[src/frontend_macros.svh]
/*
 * shared sizes and RV32 opcodes for the front end
 * FQ_DEPTH, BTB_ENTRIES and RAS_DEPTH must be powers of two
 */
`ifndef FRONTEND_MACROS_SVH
`define FRONTEND_MACROS_SVH

// datapath width
`define XLEN 32

// fetch queue entries
`define FQ_DEPTH 4

// direct-mapped BTB sets
`define BTB_ENTRIES 16

// return address stack entries
`define RAS_DEPTH 4

//////////////////////////////////////////////////////////////////////
// RV32I major opcodes, inst[6:0]
//////////////////////////////////////////////////////////////////////
`define RV32_OP_LUI    7'b0110111
`define RV32_OP_AUIPC  7'b0010111
`define RV32_OP_JAL    7'b1101111
`define RV32_OP_JALR   7'b1100111
`define RV32_OP_BRANCH 7'b1100011
`define RV32_OP_LOAD   7'b0000011
`define RV32_OP_STORE  7'b0100011
`define RV32_OP_IMM    7'b0010011
`define RV32_OP_REG    7'b0110011

// x0 stands in for "no destination"
`define ZERO_REG 5'd0

`endif
[src/frontend_pkg.sv]
/*
 * packet and enum types shared by fetch, queue and decode
 * fetch_packet_t is the fetch queue payload, 97 bits wide
 */
`include "frontend_macros.svh"

package frontend_pkg;

	// coarse class used to steer dispatch
	typedef enum logic [2:0] {
		ALU    = 3'd0,
		LOAD   = 3'd1,
		STORE  = 3'd2,
		BRANCH = 3'd3,
		JUMP   = 3'd4,
		UPPER  = 3'd5
	} op_class_e;

	// which field feeds dest_reg_idx
	typedef enum logic {
		DEST_RD   = 1'b0,
		DEST_NONE = 1'b1
	} dest_sel_e;

	// one fetched instruction plus its prediction
	typedef struct packed {
		logic [`XLEN-1:0] pc;
		logic [31:0]      inst;
		logic [`XLEN-1:0] npc_pred;
		logic             take_branch;
	} fetch_packet_t;

	//////////////////////////////////////////////////////////////////////
	// decoded packet handed to dispatch
	//////////////////////////////////////////////////////////////////////
	typedef struct packed {
		logic [`XLEN-1:0]  pc;
		logic [`XLEN-1:0]  npc;
		logic [`XLEN-1:0]  npc_pred;
		logic [31:0]       inst;
		op_class_e         op_class;
		logic [4:0]        dest_reg_idx;
		// [0] rs1, [1] rs2
		logic [1:0]        req_reg;
		logic [1:0][4:0]   input_reg_idx;
		logic              rd_mem;
		logic              wr_mem;
		logic              cond_branch;
		logic              uncond_branch;
		logic              take_branch;
		logic              illegal;
	} dispatch_packet_t;

	// resolved branch from the back end, trains the BTB
	typedef struct packed {
		logic             valid;
		logic             is_branch;
		logic             taken;
		logic [`XLEN-1:0] pc;
		logic [`XLEN-1:0] target;
	} branch_update_t;

endpackage

[src/fetch_queue_if.sv]
/*
 * fetch -> queue -> decode signals
 * strobes are single-cycle levels sampled at the rising edge, no handshake
 * writer must hold off while full, reader while empty
 */
`timescale 1ns/100ps

interface fetch_queue_if #(
	parameter type payload_t = frontend_pkg::fetch_packet_t
);
	// fetch side
	logic     write_en;
	payload_t write_data;
	logic     full;
	// decode side
	logic     read_en;
	payload_t read_data;
	logic     empty;
	// squash copy from fetch
	logic     flush;

	modport producer (
		output write_en, write_data, flush,
		input  full
	);

	modport buffer (
		input  write_en, write_data, read_en, flush,
		output full, read_data, empty
	);

	modport consumer (
		output read_en,
		input  read_data, empty
	);
endinterface

[src/frontend_top.sv]
/*
 * front end top: fetch, fetch queue and decode
 * resolved-branch inputs are packed into one update for the predictor
 */
`timescale 1ns/100ps
`include "frontend_macros.svh"

module frontend_top (
	input  logic               clock,
	input  logic               reset,
	// instruction cache
	input  logic [63:0]        icache_data,
	input  logic               icache_valid,
	output logic [`XLEN-1:0]   imem_addr,
	// redirect from the reorder buffer
	input  logic               squash,
	input  logic [`XLEN-1:0]   squash_pc,
	// branch resolution
	input  logic               update_valid,
	input  logic               update_is_branch,
	input  logic               update_taken,
	input  logic [`XLEN-1:0]   update_pc,
	input  logic [`XLEN-1:0]   update_target,
	// dispatch
	input  logic               dispatch_stall,
	output logic               dispatch_valid,
	output logic [`XLEN-1:0]   dispatch_pc,
	output logic [`XLEN-1:0]   dispatch_npc,
	output logic [`XLEN-1:0]   dispatch_npc_pred,
	output logic [31:0]        dispatch_inst,
	output logic [2:0]         dispatch_op_class,
	output logic [4:0]         dispatch_dest_reg_idx,
	output logic [1:0]         dispatch_req_reg,
	output logic [1:0][4:0]    dispatch_input_reg_idx,
	output logic               dispatch_rd_mem,
	output logic               dispatch_wr_mem,
	output logic               dispatch_cond_branch,
	output logic               dispatch_uncond_branch,
	output logic               dispatch_take_branch,
	output logic               dispatch_illegal
);
	frontend_pkg::branch_update_t   update;
	frontend_pkg::dispatch_packet_t packet;

	fetch_queue_if fq ();

	assign update = '{
		valid:     update_valid,
		is_branch: update_is_branch,
		taken:     update_taken,
		pc:        update_pc,
		target:    update_target
	};

	fetch_stage i_fetch (
		.clock        (clock),
		.reset        (reset),
		.icache_data  (icache_data),
		.icache_valid (icache_valid),
		.squash       (squash),
		.squash_pc    (squash_pc),
		.update       (update),
		.imem_addr    (imem_addr),
		.fq           (fq.producer)
	);

	dispatch_queue #(
		.payload_t (frontend_pkg::fetch_packet_t)
	) i_queue (
		.clock (clock),
		.reset (reset),
		.fq    (fq.buffer)
	);

	decode_stage i_decode (
		.clock          (clock),
		.reset          (reset),
		.squash         (squash),
		.dispatch_stall (dispatch_stall),
		.fq             (fq.consumer),
		.packet         (packet),
		.dispatch_valid (dispatch_valid)
	);

	// flatten the packet onto ports
	assign dispatch_pc            = packet.pc;
	assign dispatch_npc           = packet.npc;
	assign dispatch_npc_pred      = packet.npc_pred;
	assign dispatch_inst          = packet.inst;
	assign dispatch_op_class      = packet.op_class;
	assign dispatch_dest_reg_idx  = packet.dest_reg_idx;
	assign dispatch_req_reg       = packet.req_reg;
	assign dispatch_input_reg_idx = packet.input_reg_idx;
	assign dispatch_rd_mem        = packet.rd_mem;
	assign dispatch_wr_mem        = packet.wr_mem;
	assign dispatch_cond_branch   = packet.cond_branch;
	assign dispatch_uncond_branch = packet.uncond_branch;
	assign dispatch_take_branch   = packet.take_branch;
	assign dispatch_illegal       = packet.illegal;
endmodule

[src/decode_stage.sv]
/*
 * RV32I decode of the queue head into a registered dispatch packet
 * pops whenever the queue has an entry and dispatch_stall is low
 * outputs hold under stall, squash drops dispatch_valid
 * unknown opcodes flag illegal and write no register
 */
`timescale 1ns/100ps
`include "frontend_macros.svh"

module decode_stage (
	input  logic                           clock,
	input  logic                           reset,
	input  logic                           squash,
	input  logic                           dispatch_stall,
	fetch_queue_if.consumer                fq,
	output frontend_pkg::dispatch_packet_t packet,
	output logic                           dispatch_valid
);
	frontend_pkg::fetch_packet_t    head;
	frontend_pkg::dispatch_packet_t dec;
	frontend_pkg::dest_sel_e        dest_sel;
	logic                           pop;
	logic [6:0]                     opcode;

	assign head   = fq.read_data;
	assign opcode = head.inst[6:0];
	assign pop    = !fq.empty && !dispatch_stall;

	assign fq.read_en = pop;

	//////////////////////////////////////////////////////////////////////
	// combinational decode
	//////////////////////////////////////////////////////////////////////
	always_comb begin
		dec                  = '0;
		dec.pc               = head.pc;
		dec.npc              = head.pc + 32'd4;
		dec.npc_pred         = head.npc_pred;
		dec.inst             = head.inst;
		dec.take_branch      = head.take_branch;
		dec.op_class         = frontend_pkg::ALU;
		dest_sel             = frontend_pkg::DEST_RD;
		// rs1 needed unless told otherwise, rs2 only on request
		dec.req_reg          = 2'b01;

		case (opcode)
			`RV32_OP_LUI, `RV32_OP_AUIPC: begin
				dec.op_class = frontend_pkg::UPPER;
				dec.req_reg  = 2'b00;
			end
			`RV32_OP_JAL: begin
				dec.op_class      = frontend_pkg::JUMP;
				dec.uncond_branch = 1'b1;
				dec.req_reg       = 2'b00;
			end
			`RV32_OP_JALR: begin
				dec.op_class      = frontend_pkg::JUMP;
				dec.uncond_branch = 1'b1;
			end
			`RV32_OP_BRANCH: begin
				dec.op_class    = frontend_pkg::BRANCH;
				dec.cond_branch = 1'b1;
				dec.req_reg     = 2'b11;
				dest_sel        = frontend_pkg::DEST_NONE;
			end
			`RV32_OP_LOAD: begin
				dec.op_class = frontend_pkg::LOAD;
				dec.rd_mem   = 1'b1;
			end
			`RV32_OP_STORE: begin
				dec.op_class = frontend_pkg::STORE;
				dec.wr_mem   = 1'b1;
				dec.req_reg  = 2'b11;
				dest_sel     = frontend_pkg::DEST_NONE;
			end
			`RV32_OP_IMM: begin
				dec.op_class = frontend_pkg::ALU;
			end
			`RV32_OP_REG: begin
				dec.req_reg = 2'b11;
			end
			default: begin
				dec.illegal = 1'b1;
				dest_sel    = frontend_pkg::DEST_NONE;
			end
		endcase

		// rd at [11:7], rs1 at [19:15], rs2 at [24:20]
		dec.dest_reg_idx = (dest_sel == frontend_pkg::DEST_RD) ? head.inst[11:7] : `ZERO_REG;
		dec.input_reg_idx[0] = dec.req_reg[0] ? head.inst[19:15] : 5'd0;
		dec.input_reg_idx[1] = dec.req_reg[1] ? head.inst[24:20] : 5'd0;
	end

	//////////////////////////////////////////////////////////////////////
	// dispatch register
	//////////////////////////////////////////////////////////////////////
	always_ff @(posedge clock) begin
		if (reset || squash) begin
			dispatch_valid <= 1'b0;
		end else if (!dispatch_stall) begin
			// drops when the queue ran dry
			dispatch_valid <= pop;
		end
	end

	always_ff @(posedge clock) begin
		if (pop) begin
			packet <= dec;
		end
	end
endmodule

[src/dispatch_queue.sv]
/*
 * circular FIFO between fetch and decode, FQ_DEPTH entries
 * write and read in the same cycle are fine, flush empties it
 * read_data is the head entry, undefined while empty
 */
`timescale 1ns/100ps
`include "frontend_macros.svh"

module dispatch_queue #(
	parameter type payload_t = frontend_pkg::fetch_packet_t
) (
	input logic           clock,
	input logic           reset,
	fetch_queue_if.buffer fq
);
	localparam int PTR_W = $clog2(`FQ_DEPTH);
	localparam int CNT_W = $clog2(`FQ_DEPTH + 1);
	localparam logic [PTR_W-1:0] LAST = PTR_W'(`FQ_DEPTH - 1);

	// entry storage
	payload_t         mem [`FQ_DEPTH];
	logic [PTR_W-1:0] wr_ptr;
	logic [PTR_W-1:0] rd_ptr;
	logic [CNT_W-1:0] count;
	logic             do_write;
	logic             do_read;

	assign fq.full      = (count == CNT_W'(`FQ_DEPTH));
	assign fq.empty     = (count == '0);
	assign fq.read_data = mem[rd_ptr];

	// guard against protocol slips
	assign do_write = fq.write_en && !fq.full;
	assign do_read  = fq.read_en && !fq.empty;

	//////////////////////////////////////////////////////////////////////
	// pointers and occupancy
	//////////////////////////////////////////////////////////////////////
	always_ff @(posedge clock) begin
		if (reset || fq.flush) begin
			wr_ptr <= '0;
			rd_ptr <= '0;
			count  <= '0;
		end else begin
			if (do_write) begin
				wr_ptr <= (wr_ptr == LAST) ? '0 : wr_ptr + 1'b1;
			end
			if (do_read) begin
				rd_ptr <= (rd_ptr == LAST) ? '0 : rd_ptr + 1'b1;
			end
			// both at once leaves count alone
			case ({do_write, do_read})
				2'b10:   count <= count + 1'b1;
				2'b01:   count <= count - 1'b1;
				default: count <= count;
			endcase
		end
	end

	// data array, no reset
	always_ff @(posedge clock) begin
		if (do_write) begin
			mem[wr_ptr] <= fq.write_data;
		end
	end
endmodule

[src/fetch_stage.sv]
/*
 * fetch: PC register, 32-bit select out of the 64-bit cache word
 * cache answers in the same cycle, write only when valid, not full, no squash
 * squash has priority over the predicted next PC
 */
`timescale 1ns/100ps
`include "frontend_macros.svh"

module fetch_stage (
	input  logic                         clock,
	input  logic                         reset,
	input  logic [63:0]                  icache_data,
	input  logic                         icache_valid,
	input  logic                         squash,
	input  logic [`XLEN-1:0]             squash_pc,
	input  frontend_pkg::branch_update_t update,
	output logic [`XLEN-1:0]             imem_addr,
	fetch_queue_if.producer              fq
);
	logic [`XLEN-1:0] pc_reg;
	logic [31:0]      inst;
	logic [`XLEN-1:0] npc_pred;
	logic             take_branch;
	logic             fetch_write;

	// cache is addressed by 8-byte word
	assign imem_addr = {pc_reg[`XLEN-1:3], 3'b000};

	// pc bit 2 picks the upper instruction
	assign inst = pc_reg[2] ? icache_data[63:32] : icache_data[31:0];

	assign fetch_write = icache_valid && !fq.full && !squash;

	next_pc_predictor i_predictor (
		.clock       (clock),
		.reset       (reset),
		.squash      (squash),
		.pc          (pc_reg),
		.inst        (inst),
		.update      (update),
		.push_pop_en (fetch_write),
		.npc_pred    (npc_pred),
		.take_branch (take_branch)
	);

	//////////////////////////////////////////////////////////////////////
	// queue side
	//////////////////////////////////////////////////////////////////////
	assign fq.write_en   = fetch_write;
	assign fq.flush      = squash;
	assign fq.write_data = '{
		pc:          pc_reg,
		inst:        inst,
		npc_pred:    npc_pred,
		take_branch: take_branch
	};

	// pc only moves on a redirect or an accepted fetch
	always_ff @(posedge clock) begin
		if (reset) begin
			pc_reg <= '0;
		end else if (squash) begin
			pc_reg <= squash_pc;
		end else if (fetch_write) begin
			pc_reg <= npc_pred;
		end
	end
endmodule

[src/next_pc_predictor.sv]
/*
 * next PC prediction: direct-mapped BTB with 2-bit counters plus a RAS
 * only conditional branches use the BTB, JAL pushes and JALR pops the RAS
 * RAS overflow overwrites the oldest entry, squash empties the stack
 */
`timescale 1ns/100ps
`include "frontend_macros.svh"

module next_pc_predictor (
	input  logic                         clock,
	input  logic                         reset,
	input  logic                         squash,
	input  logic [`XLEN-1:0]             pc,
	input  logic [`XLEN-1:0]             inst,
	input  frontend_pkg::branch_update_t update,
	input  logic                         push_pop_en,
	output logic [`XLEN-1:0]             npc_pred,
	output logic                         take_branch
);
	localparam int IDX_W     = $clog2(`BTB_ENTRIES);
	localparam int TAG_W     = `XLEN - IDX_W - 2;
	localparam int RAS_PTR_W = $clog2(`RAS_DEPTH);
	localparam int RAS_CNT_W = $clog2(`RAS_DEPTH + 1);

	// btb arrays
	logic                 btb_valid  [`BTB_ENTRIES];
	logic [TAG_W-1:0]     btb_tag    [`BTB_ENTRIES];
	logic [`XLEN-1:0]     btb_target [`BTB_ENTRIES];
	logic [1:0]           btb_ctr    [`BTB_ENTRIES];

	// ras storage, top is one below ras_top
	logic [`XLEN-1:0]     ras_mem [`RAS_DEPTH];
	logic [RAS_PTR_W-1:0] ras_top;
	logic [RAS_PTR_W-1:0] ras_top_m1;
	logic [RAS_CNT_W-1:0] ras_count;

	logic [IDX_W-1:0]     rd_idx, up_idx;
	logic [TAG_W-1:0]     rd_tag, up_tag;
	logic                 rd_hit, up_hit;
	logic [`XLEN-1:0]     pc_plus_4;
	logic [6:0]           opcode;
	logic                 is_cond, is_jal, is_jalr;

	//////////////////////////////////////////////////////////////////////
	// lookup and predecode
	//////////////////////////////////////////////////////////////////////
	assign rd_idx     = pc[IDX_W+1:2];
	assign rd_tag     = pc[`XLEN-1:IDX_W+2];
	assign up_idx     = update.pc[IDX_W+1:2];
	assign up_tag     = update.pc[`XLEN-1:IDX_W+2];
	assign rd_hit     = btb_valid[rd_idx] && (btb_tag[rd_idx] == rd_tag);
	assign up_hit     = btb_valid[up_idx] && (btb_tag[up_idx] == up_tag);

	assign pc_plus_4  = pc + 32'd4;
	assign opcode     = inst[6:0];
	assign is_cond    = (opcode == `RV32_OP_BRANCH);
	assign is_jal     = (opcode == `RV32_OP_JAL);
	assign is_jalr    = (opcode == `RV32_OP_JALR);
	assign ras_top_m1 = ras_top - 1'b1;

	// counter msb set means weakly or strongly taken
	assign take_branch = is_cond && rd_hit && btb_ctr[rd_idx][1];

	// return prediction wins, then btb, then fall-through
	assign npc_pred = (is_jalr && ras_count != '0) ? ras_mem[ras_top_m1] :
	                  take_branch                   ? btb_target[rd_idx] :
	                                                  pc_plus_4;

	//////////////////////////////////////////////////////////////////////
	// btb training
	//////////////////////////////////////////////////////////////////////
	always_ff @(posedge clock) begin
		if (reset) begin
			for (int i = 0; i < `BTB_ENTRIES; i++) begin
				btb_valid[i] <= 1'b0;
			end
		end else if (update.valid && update.is_branch) begin
			btb_valid[up_idx]  <= 1'b1;
			btb_tag[up_idx]    <= up_tag;
			btb_target[up_idx] <= update.target;
			if (!up_hit) begin
				// fresh entry starts weak
				btb_ctr[up_idx] <= update.taken ? 2'd2 : 2'd1;
			end else if (update.taken && btb_ctr[up_idx] != 2'd3) begin
				btb_ctr[up_idx] <= btb_ctr[up_idx] + 2'd1;
			end else if (!update.taken && btb_ctr[up_idx] != 2'd0) begin
				btb_ctr[up_idx] <= btb_ctr[up_idx] - 2'd1;
			end
		end
	end

	//////////////////////////////////////////////////////////////////////
	// return address stack
	//////////////////////////////////////////////////////////////////////
	always_ff @(posedge clock) begin
		if (reset || squash) begin
			ras_top   <= '0;
			ras_count <= '0;
		end else if (push_pop_en && is_jal) begin
			ras_mem[ras_top] <= pc_plus_4;
			ras_top          <= ras_top + 1'b1;
			// saturate, oldest entry is lost
			if (ras_count != RAS_CNT_W'(`RAS_DEPTH)) begin
				ras_count <= ras_count + 1'b1;
			end
		end else if (push_pop_en && is_jalr && ras_count != '0) begin
			ras_top   <= ras_top_m1;
			ras_count <= ras_count - 1'b1;
		end
	end
endmodule

[config.mk]
export PLATFORM = sky130hd
export DESIGN_NAME = frontend_top
export DESIGN_NICKNAME = d
export VERILOG_FILES = /design/src/frontend_pkg.sv /design/src/fetch_queue_if.sv /design/src/frontend_top.sv /design/src/decode_stage.sv /design/src/dispatch_queue.sv /design/src/fetch_stage.sv /design/src/next_pc_predictor.sv
export VERILOG_INCLUDE_DIRS = /design/src
export SDC_FILE = /design/constraint.sdc
export NUM_CORES = 2
export LEC_CHECK = 0
export ABC_AREA = 1
export BUFFER_PORTS_ARGS = -buffer_cell sky130_fd_sc_hd__buf_2
export CELL_PAD_IN_SITES_DETAIL_PLACEMENT = 1
export CELL_PAD_IN_SITES_GLOBAL_PLACEMENT = 2
export CORE_MARGIN = 2
export CORE_UTILIZATION = 25
export DETAILED_ROUTE_END_ITERATION = 10
export PLACE_DENSITY_LB_ADDON = 0.1
export SLEW_MARGIN = 10
export SYNTH_ARGS = -nofsm -noshare
export SYNTH_HDL_FRONTEND = slang
export SYNTH_SLANG_ARGS = --single-unit
[constraint.sdc]
create_clock -name clock -period 39.1 [get_ports clock]
set_clock_uncertainty 0.1 [all_clocks]
set_input_delay 7.82 -clock clock [delete_from_list [all_inputs] [get_ports clock]]
set_output_delay 7.82 -clock clock [all_outputs]
set_load 0.02 [all_outputs]
### After elaboration in Yosys (flattened, before gate mapping)

Memories as Yosys holds them, arrays and structs flattened. A register that Yosys moved wholly into a read port is not among the register bits.
Index checks and enable logic that the tools add are counted.

* bits in registers: 199
* bits in writable memories: 1492
* input port bits: 168
* output and inout port bits: 187
* logic and storage cells: 161
* memories: 6

Memory list
* i_fetch.i_predictor.btb_target: depth 16, width 32, rd ports 1, clocked after Yosys merged registers in 1, write ports 1, RTL line next_pc_predictor.sv:28 `` logic [`XLEN-1:0] btb_target [`BTB_ENTRIES]; ``
* i_fetch.i_predictor.btb_tag: depth 16, width 26, rd ports 2, clocked after Yosys merged registers in 1, write ports 1, RTL line next_pc_predictor.sv:27 `` logic [TAG_W-1:0] btb_tag [`BTB_ENTRIES]; ``
* i_queue.mem: depth 4, width 97, rd ports 1, clocked after Yosys merged registers in 1, write ports 1, RTL line dispatch_queue.sv:21 `` payload_t mem [`FQ_DEPTH]; ``
* i_fetch.i_predictor.ras_mem: depth 4, width 32, rd ports 1, clocked after Yosys merged registers in 0, write ports 1, RTL line next_pc_predictor.sv:32 `` logic [`XLEN-1:0] ras_mem [`RAS_DEPTH]; ``
* i_fetch.i_predictor.btb_ctr: depth 16, width 2, rd ports 2, clocked after Yosys merged registers in 1, write ports 1, RTL line next_pc_predictor.sv:29 `` logic [1:0] btb_ctr [`BTB_ENTRIES]; ``
* i_fetch.i_predictor.btb_valid: depth 16, width 1, rd ports 2, clocked after Yosys merged registers in 1, write ports 16, RTL line next_pc_predictor.sv:26 `` logic btb_valid [`BTB_ENTRIES]; ``

* add/sub/neg operators: 12
* eq/ne operators: 22
* mux-type cells: 61
* bitwise logic cells: 2
* reduce and logical (&&, ||, !) cells: 36

Operator list (number)
* 32-bit 2-to-1 mux: 5
* 32-bit by 3-bit adder with 32-bit output, second input constant: 2
* 26-bit equality test: 2
* 7-bit equality test, second input constant: 6
* 4-bit 2-to-1 mux: 9
* 1-bit 2-to-1 mux: 32
* 7-bit by 6-bit equality test with 1-bit output, second input constant: 3
* 2-bit 2-to-1 mux: 9
* 1-bit logical AND: 16
* 3-bit one-hot mux with 5 select lines: 1
* 7-bit by 5-bit equality test with 1-bit output, second input constant: 2
* 3-bit 2-to-1 mux: 3
* 9-bit OR reduction: 1
* 2-bit by 1-bit adder with 2-bit output, second input constant: 4
* 2-bit nonzero test: 4
* 7-bit by 2-bit equality test with 1-bit output, second input constant: 1
* 7-bit OR reduction: 1
* 3-bit by 1-bit adder with 3-bit output, second input constant: 2
* 2-bit equality test, second input constant: 3
* 3-bit one-hot mux with 2 select lines: 1
* 3-bit OR reduction: 2
* 3-bit by 1-bit subtractor with 3-bit output, second input constant: 2
* 1-bit zero test: 5
* 2-bit one-hot mux with 2 select lines: 1
* other kinds (13): 16

### Depth between registers and ports, before layout

* depth in word-level cells: 10
* mapped depth: 22

### Hierarchy

From an unflattened synthesis, not the netlist that was laid out.

* cell total of the unflattened synthesis: 6999
* area total of the unflattened synthesis: 74288.7 µm²

Modules (own cells, without submodules)
* next_pc_predictor: instances 1, cells each 5132, area each 51166.6 µm², sequential area each 33091.7 µm²
* dispatch_queue: instances 1, cells each 1010, area each 14844.2 µm², sequential area each 11831.3 µm²
* decode_stage: instances 1, cells each 406, area each 5785.5 µm², sequential area each 4584.4 µm²
* fetch_stage: instances 1, cells each 451, area each 2492.4 µm², sequential area each 640.6 µm²

### Worst setup path after synthesis

No wires, ideal clock.

* path type: input-to-reg
* start: in dispatch_stall
* end: reg i_queue.count[2]
* setup time: 0.122 ns
* arrival time: 17.403 ns
* data required time: 38.878 ns
* setup slack: 21.475 ns
* stages: 8
* buffers on the path: 0
* cell sequence: a31oi_1 ha_1 inv_1 fa_1 a21oi_1 o21ai_0 o21ai_0 a21oi_1

* word-level cells in the longest chain between the ends: 5

RTL lines
* start: declaration: RTL line frontend_top.sv:25 `input logic dispatch_stall,`
* 1-bit zero test *: RTL line decode_stage.sv:27 `assign pop = !fq.empty && !dispatch_stall;`
* 1-bit logical AND *: RTL line decode_stage.sv:27
* 1-bit logical AND *: RTL line dispatch_queue.sv:34 `assign do_read = fq.read_en && !fq.empty;`
* 2-bit by 1-bit equality test with 1-bit output or 2-bit equality test (tied branches): RTL line dispatch_queue.sv:52 `case ({do_write, do_read})`
* 3-bit one-hot mux with 2 select lines or 2-bit nonzero test (tied branches)
* end signal: assignment: RTL line dispatch_queue.sv:53 `2'b10: count <= count + 1'b1;`
* end signal: assignment: RTL line dispatch_queue.sv:54 `2'b01: count <= count - 1'b1;`
* end signal: assignment: RTL line dispatch_queue.sv:55 `default: count <= count;`
* end: declaration: RTL line dispatch_queue.sv:24 `logic [CNT_W-1:0] count;`

Every way passes the cells marked *; elsewhere a longest branch is shown, timed or not.
A chain may end at the register's enable or synchronous reset.

### Worst setup path in the final report

* start: in update_pc[3]
* end: mem i_fetch.i_predictor.btb_ctr[10][0], data pin

* word-level cells in the longest chain between the ends: 10

RTL lines
* start: declaration: RTL line frontend_top.sv:22 `` input logic [`XLEN-1:0] update_pc, ``
* parallel branches: the longest is 9 deep, another holds memory 16 x 26 bit
* 2-bit 2-to-1 mux (no source line) *
* end: declaration: RTL line next_pc_predictor.sv:29

Every way passes the cells marked *.

==> results.json <==
{
  "tns_ns": 0,
  "layout_commonest_cell": "edfxtp_1",
  "numCtsBuffers": 209,
  "synth.yosys.seq_area_share_pct": 69.5,
  "synth_flop_cell": "edfxtp_1",
  "synth_warnings": 0,
  "wl_per_cell_um": 26.7,
  "n_fill_cell": 31601,
  "top_regs": "i_fetch.i_predictor.btb_target x512, i_fetch.i_predictor.btb_tag x416, i_queue.mem x388",
  "synth_top_area_share_pct": 67.6,
  "powerDensity_mw_per_mm2": 49.9,
  "top_register": "i_fetch.i_predictor.btb_target",
  "io_pins": 355,
  "r2r_cells": 19,
  "crit_path_frequent_cell": "nand2_1",
  "yosysTopAreaCell": "edfxtp_1",
  "largest_reg_flops": 512,
  "synth_area_mm2": 0.0723,
  "cap_violations": 0,
  "path_cells": "buf_2 > nand2_2 > buf_4 > clkinv_2 > buf_4 > buf_4 > nand2_1 > o21ai_0 > o21ai_0 > nand2_1 > nor2_1 > o21ai_0 > nor2_1 > nand2_1 > nor2_1 > nand2_1 > nor2_4 > o21ai_2 > o21ai_1",
  "holdPathStages": 2,
  "synth_seq_cells": 1695,
  "avgSynthCellArea_um2": 11.3,
  "antenna_found_initial": 43,
  "status": "completed",
  "track_usage_pct": 18.9,
  "setup_viol": 0,
  "cp-end-kind": "flop",
  "finalNetCount": 6831,
  "crit_path_top_delay_cell": "o21ai_1",
  "drv_slew": 0,
  "clock.fmax_ghz": 0.0791,
  "ant_nets": 0,
  "vias": 50496,
  "required_ns": 39.51,
  "cts_buffer_depth": 4,
  "die_h_um": 542,
  "synth-async-reset-ratio_pct": 0,
  "root_buffer": "clkbuf_16",
  "io_buffer_count": 349,
  "synth_edf_count": 1628,
  "grt_pass1_vias": 51689,
  "ctsHoldBuffers": 0,
  "clock_sinks": 1695,
  "netlist_instances": 6379,
  "start_util_pct": 25.1,
  "drtIter0Drc": 3128,
  "rsz0062_at_grt": "no",
  "slew_headroom_pct": 21.2,
  "path_clk_slew_ns": 0.06,
  "hold_path.class": "reg2reg",
  "crit_type": "in2reg",
  "drc": 0,
  "worst_pin_slew_ns": 1.18,
  "finalHoldViolations": 0,
  "critPathMaxFanout": 39,
  "gr-total-overflow": 0,
  "clkLatencyLatePin_ns": 0.90,
  "critical-path-top-delay-family": "buffers and inverters",
  "grt_pass1_wl_mm": 399,
  "drive_above_1_share_pct": 12.2,
  "r2r_end": "i_fetch.pc_reg[2]$_SDFFE_PP0N_",
  "hold_path_startpoint": "i_decode.dispatch_valid$_SDFFE_PP0N_",
  "cts_tree": "yes",
  "drt_wl_total_mm": 283,
  "placement_rows": 197,
  "synth.distinct_cells": 52,
  "dpl.hpwl_mm": 170,
  "fin_util_pct": 29.4,
  "synthTopCellsByArea": "edfxtp_1 (68%), nand2_1 (6.2%), o21ai_0 (5.3%)",
  "min_period_ns": 12.65,
  "die_area_mm2": 0.294,
  "cts_resized": 0,
  "cp_data_arrival_time_ns": 13.06,
  "area.growth.synth_to_final_pct": 17.1,
  "place_congestion": 0.767,
  "period_share_pct": 32.3,
  "post_cts_buffers": 0,
  "die_x_um": 542,
  "layout_common_cells": "edfxtp_1 (1628), nand2_1 (1186), o21ai_0 (769)",
  "path_buf_inv": 5,
  "fin_hold_ws_ns": 0.364,
  "slowest_delay_ns": 0.86,
  "reg2reg_slack_ns": 33.47,
  "startpoint_type": "primary input",
  "cellLeakagePower_nw": 29.7,
  "dr.pass1.iters": 7,
  "grt_max_degree": 142,
  "htreeDepth": 4,
  "hold_end": "i_decode.dispatch_valid$_SDFFE_PP0N_",
  "peakVddDrop_mv": 0.0319,
  "via_per_inst": 4.76,
  "core-area_mm2": 0.288
}
[stage by stage]
step,instance area (µm²),cells,setup WS (ns),total power (W)
final,84700,10604,26.45,0.00423
after global placement,78100,10217,25.43,0.00239
after detailed placement,78100,10217,25.26,0.00239
after floorplan,72300,6381,21.48,0.00224
after CTS,84600,10593,26.26,0.00430
after global routing,84600,10595,26.02,0.00439
[kinds of logic after synthesis]
group,count (synthesis),synth area share (%)
adders and majority gates,16,0.298
and+or+nand+nor,2454,13.8
xor gates and xnor gates,62,0.751
DFF,1695,69.5
other,1,0.00519
AOI/OAI and AO/OA,1358,11.0
buffers and inverters,793,4.68
[cells in the mapped netlist, types with 3 or more instances]
library cell and n:
nor3b_1 5, nor3_1 24, nor2_1 751, o21ai_0 771, a22oi_1 78, edfxtp_1 1628
a21oi_1 101, a32oi_1 18, dfxtp_1 67, nand3_1 431, a32o_1 3, clkinv_1 3
nand3b_1 4, o22ai_1 167, ha_1 14, inv_2 7, o221ai_1 86, or2_2 12
a31oi_1 5, xnor2_1 7, clkbuf_1 221, nand4_1 16, buf_2 103, buf_1 34
o21bai_1 34, o32ai_1 32, nor4_1 9, o21a_1 24, nand2_1 1187, o211ai_1 17
buf_4 58, inv_1 359, o21ai_1 14, buf_6 8, xor2_1 55, and2_1 6
[metal layers]
metal	track usage, %	vias to the layer above	wire [µm]
met5	0	-	138
met4	3.96	26	5370
met2	31.9	911	135000
met3	2.71	336	11700
li1	-	23239	-
met1	25.7	25984	131000
[tightest hold or removal path, stage by stage, from the launching register on]
cell     delay (ns)
dfxtp_1        0.31
nand2_1        0.05
a21oi_1        0.06
[final cells by class]
class | count | area (µm²) | area share [%]
flip-flops and latches | 1695 | 50300 | 59.4
inverters | 369 | 1420 | 1.68
clock inverters | 106 | 957 | 1.13
repair buffers | 479 | 2770 | 3.28
clock buffers | 270 | 5550 | 6.56
diodes | 11 | 27.5 | 0.0325
multi-input cells | 3893 | 18900 | 22.4
well taps | 3781 | 4730 | 5.59
[worst max path at each step]
| stage | cells after the start | end | startpoint |
|---|---|---|---|
| 6_report | 19 | i_fetch.i_predictor.btb_ctr[10][0]$_DFFE_PP_ | update_pc[3] |
| 5_1_grt | 17 | i_fetch.i_predictor.btb_ctr[7][0]$_DFFE_PP_ | update_pc[3] |
| 4_1_cts | 17 | i_fetch.i_predictor.btb_ctr[14][0]$_DFFE_PP_ | update_pc[3] |
| 3_5_place_dp | 17 | i_fetch.i_predictor.btb_ctr[3][0]$_DFFE_PP_ | update_pc[3] |
| 3_3_place_gp | 17 | i_fetch.i_predictor.btb_ctr[2][0]$_DFFE_PP_ | update_pc[3] |
| 2_1_floorplan | 8 | i_queue.count[2]$_SDFFE_PP0P_ | dispatch_stall |
[power breakdown]
part	internal (W)	switching (W)
Clock	0.00110	0.000781
Sequential	0.00202	0.0000151
Combinational	0.0000743	0.000242
No activity file was read; power rests on OpenSTA's default activity.
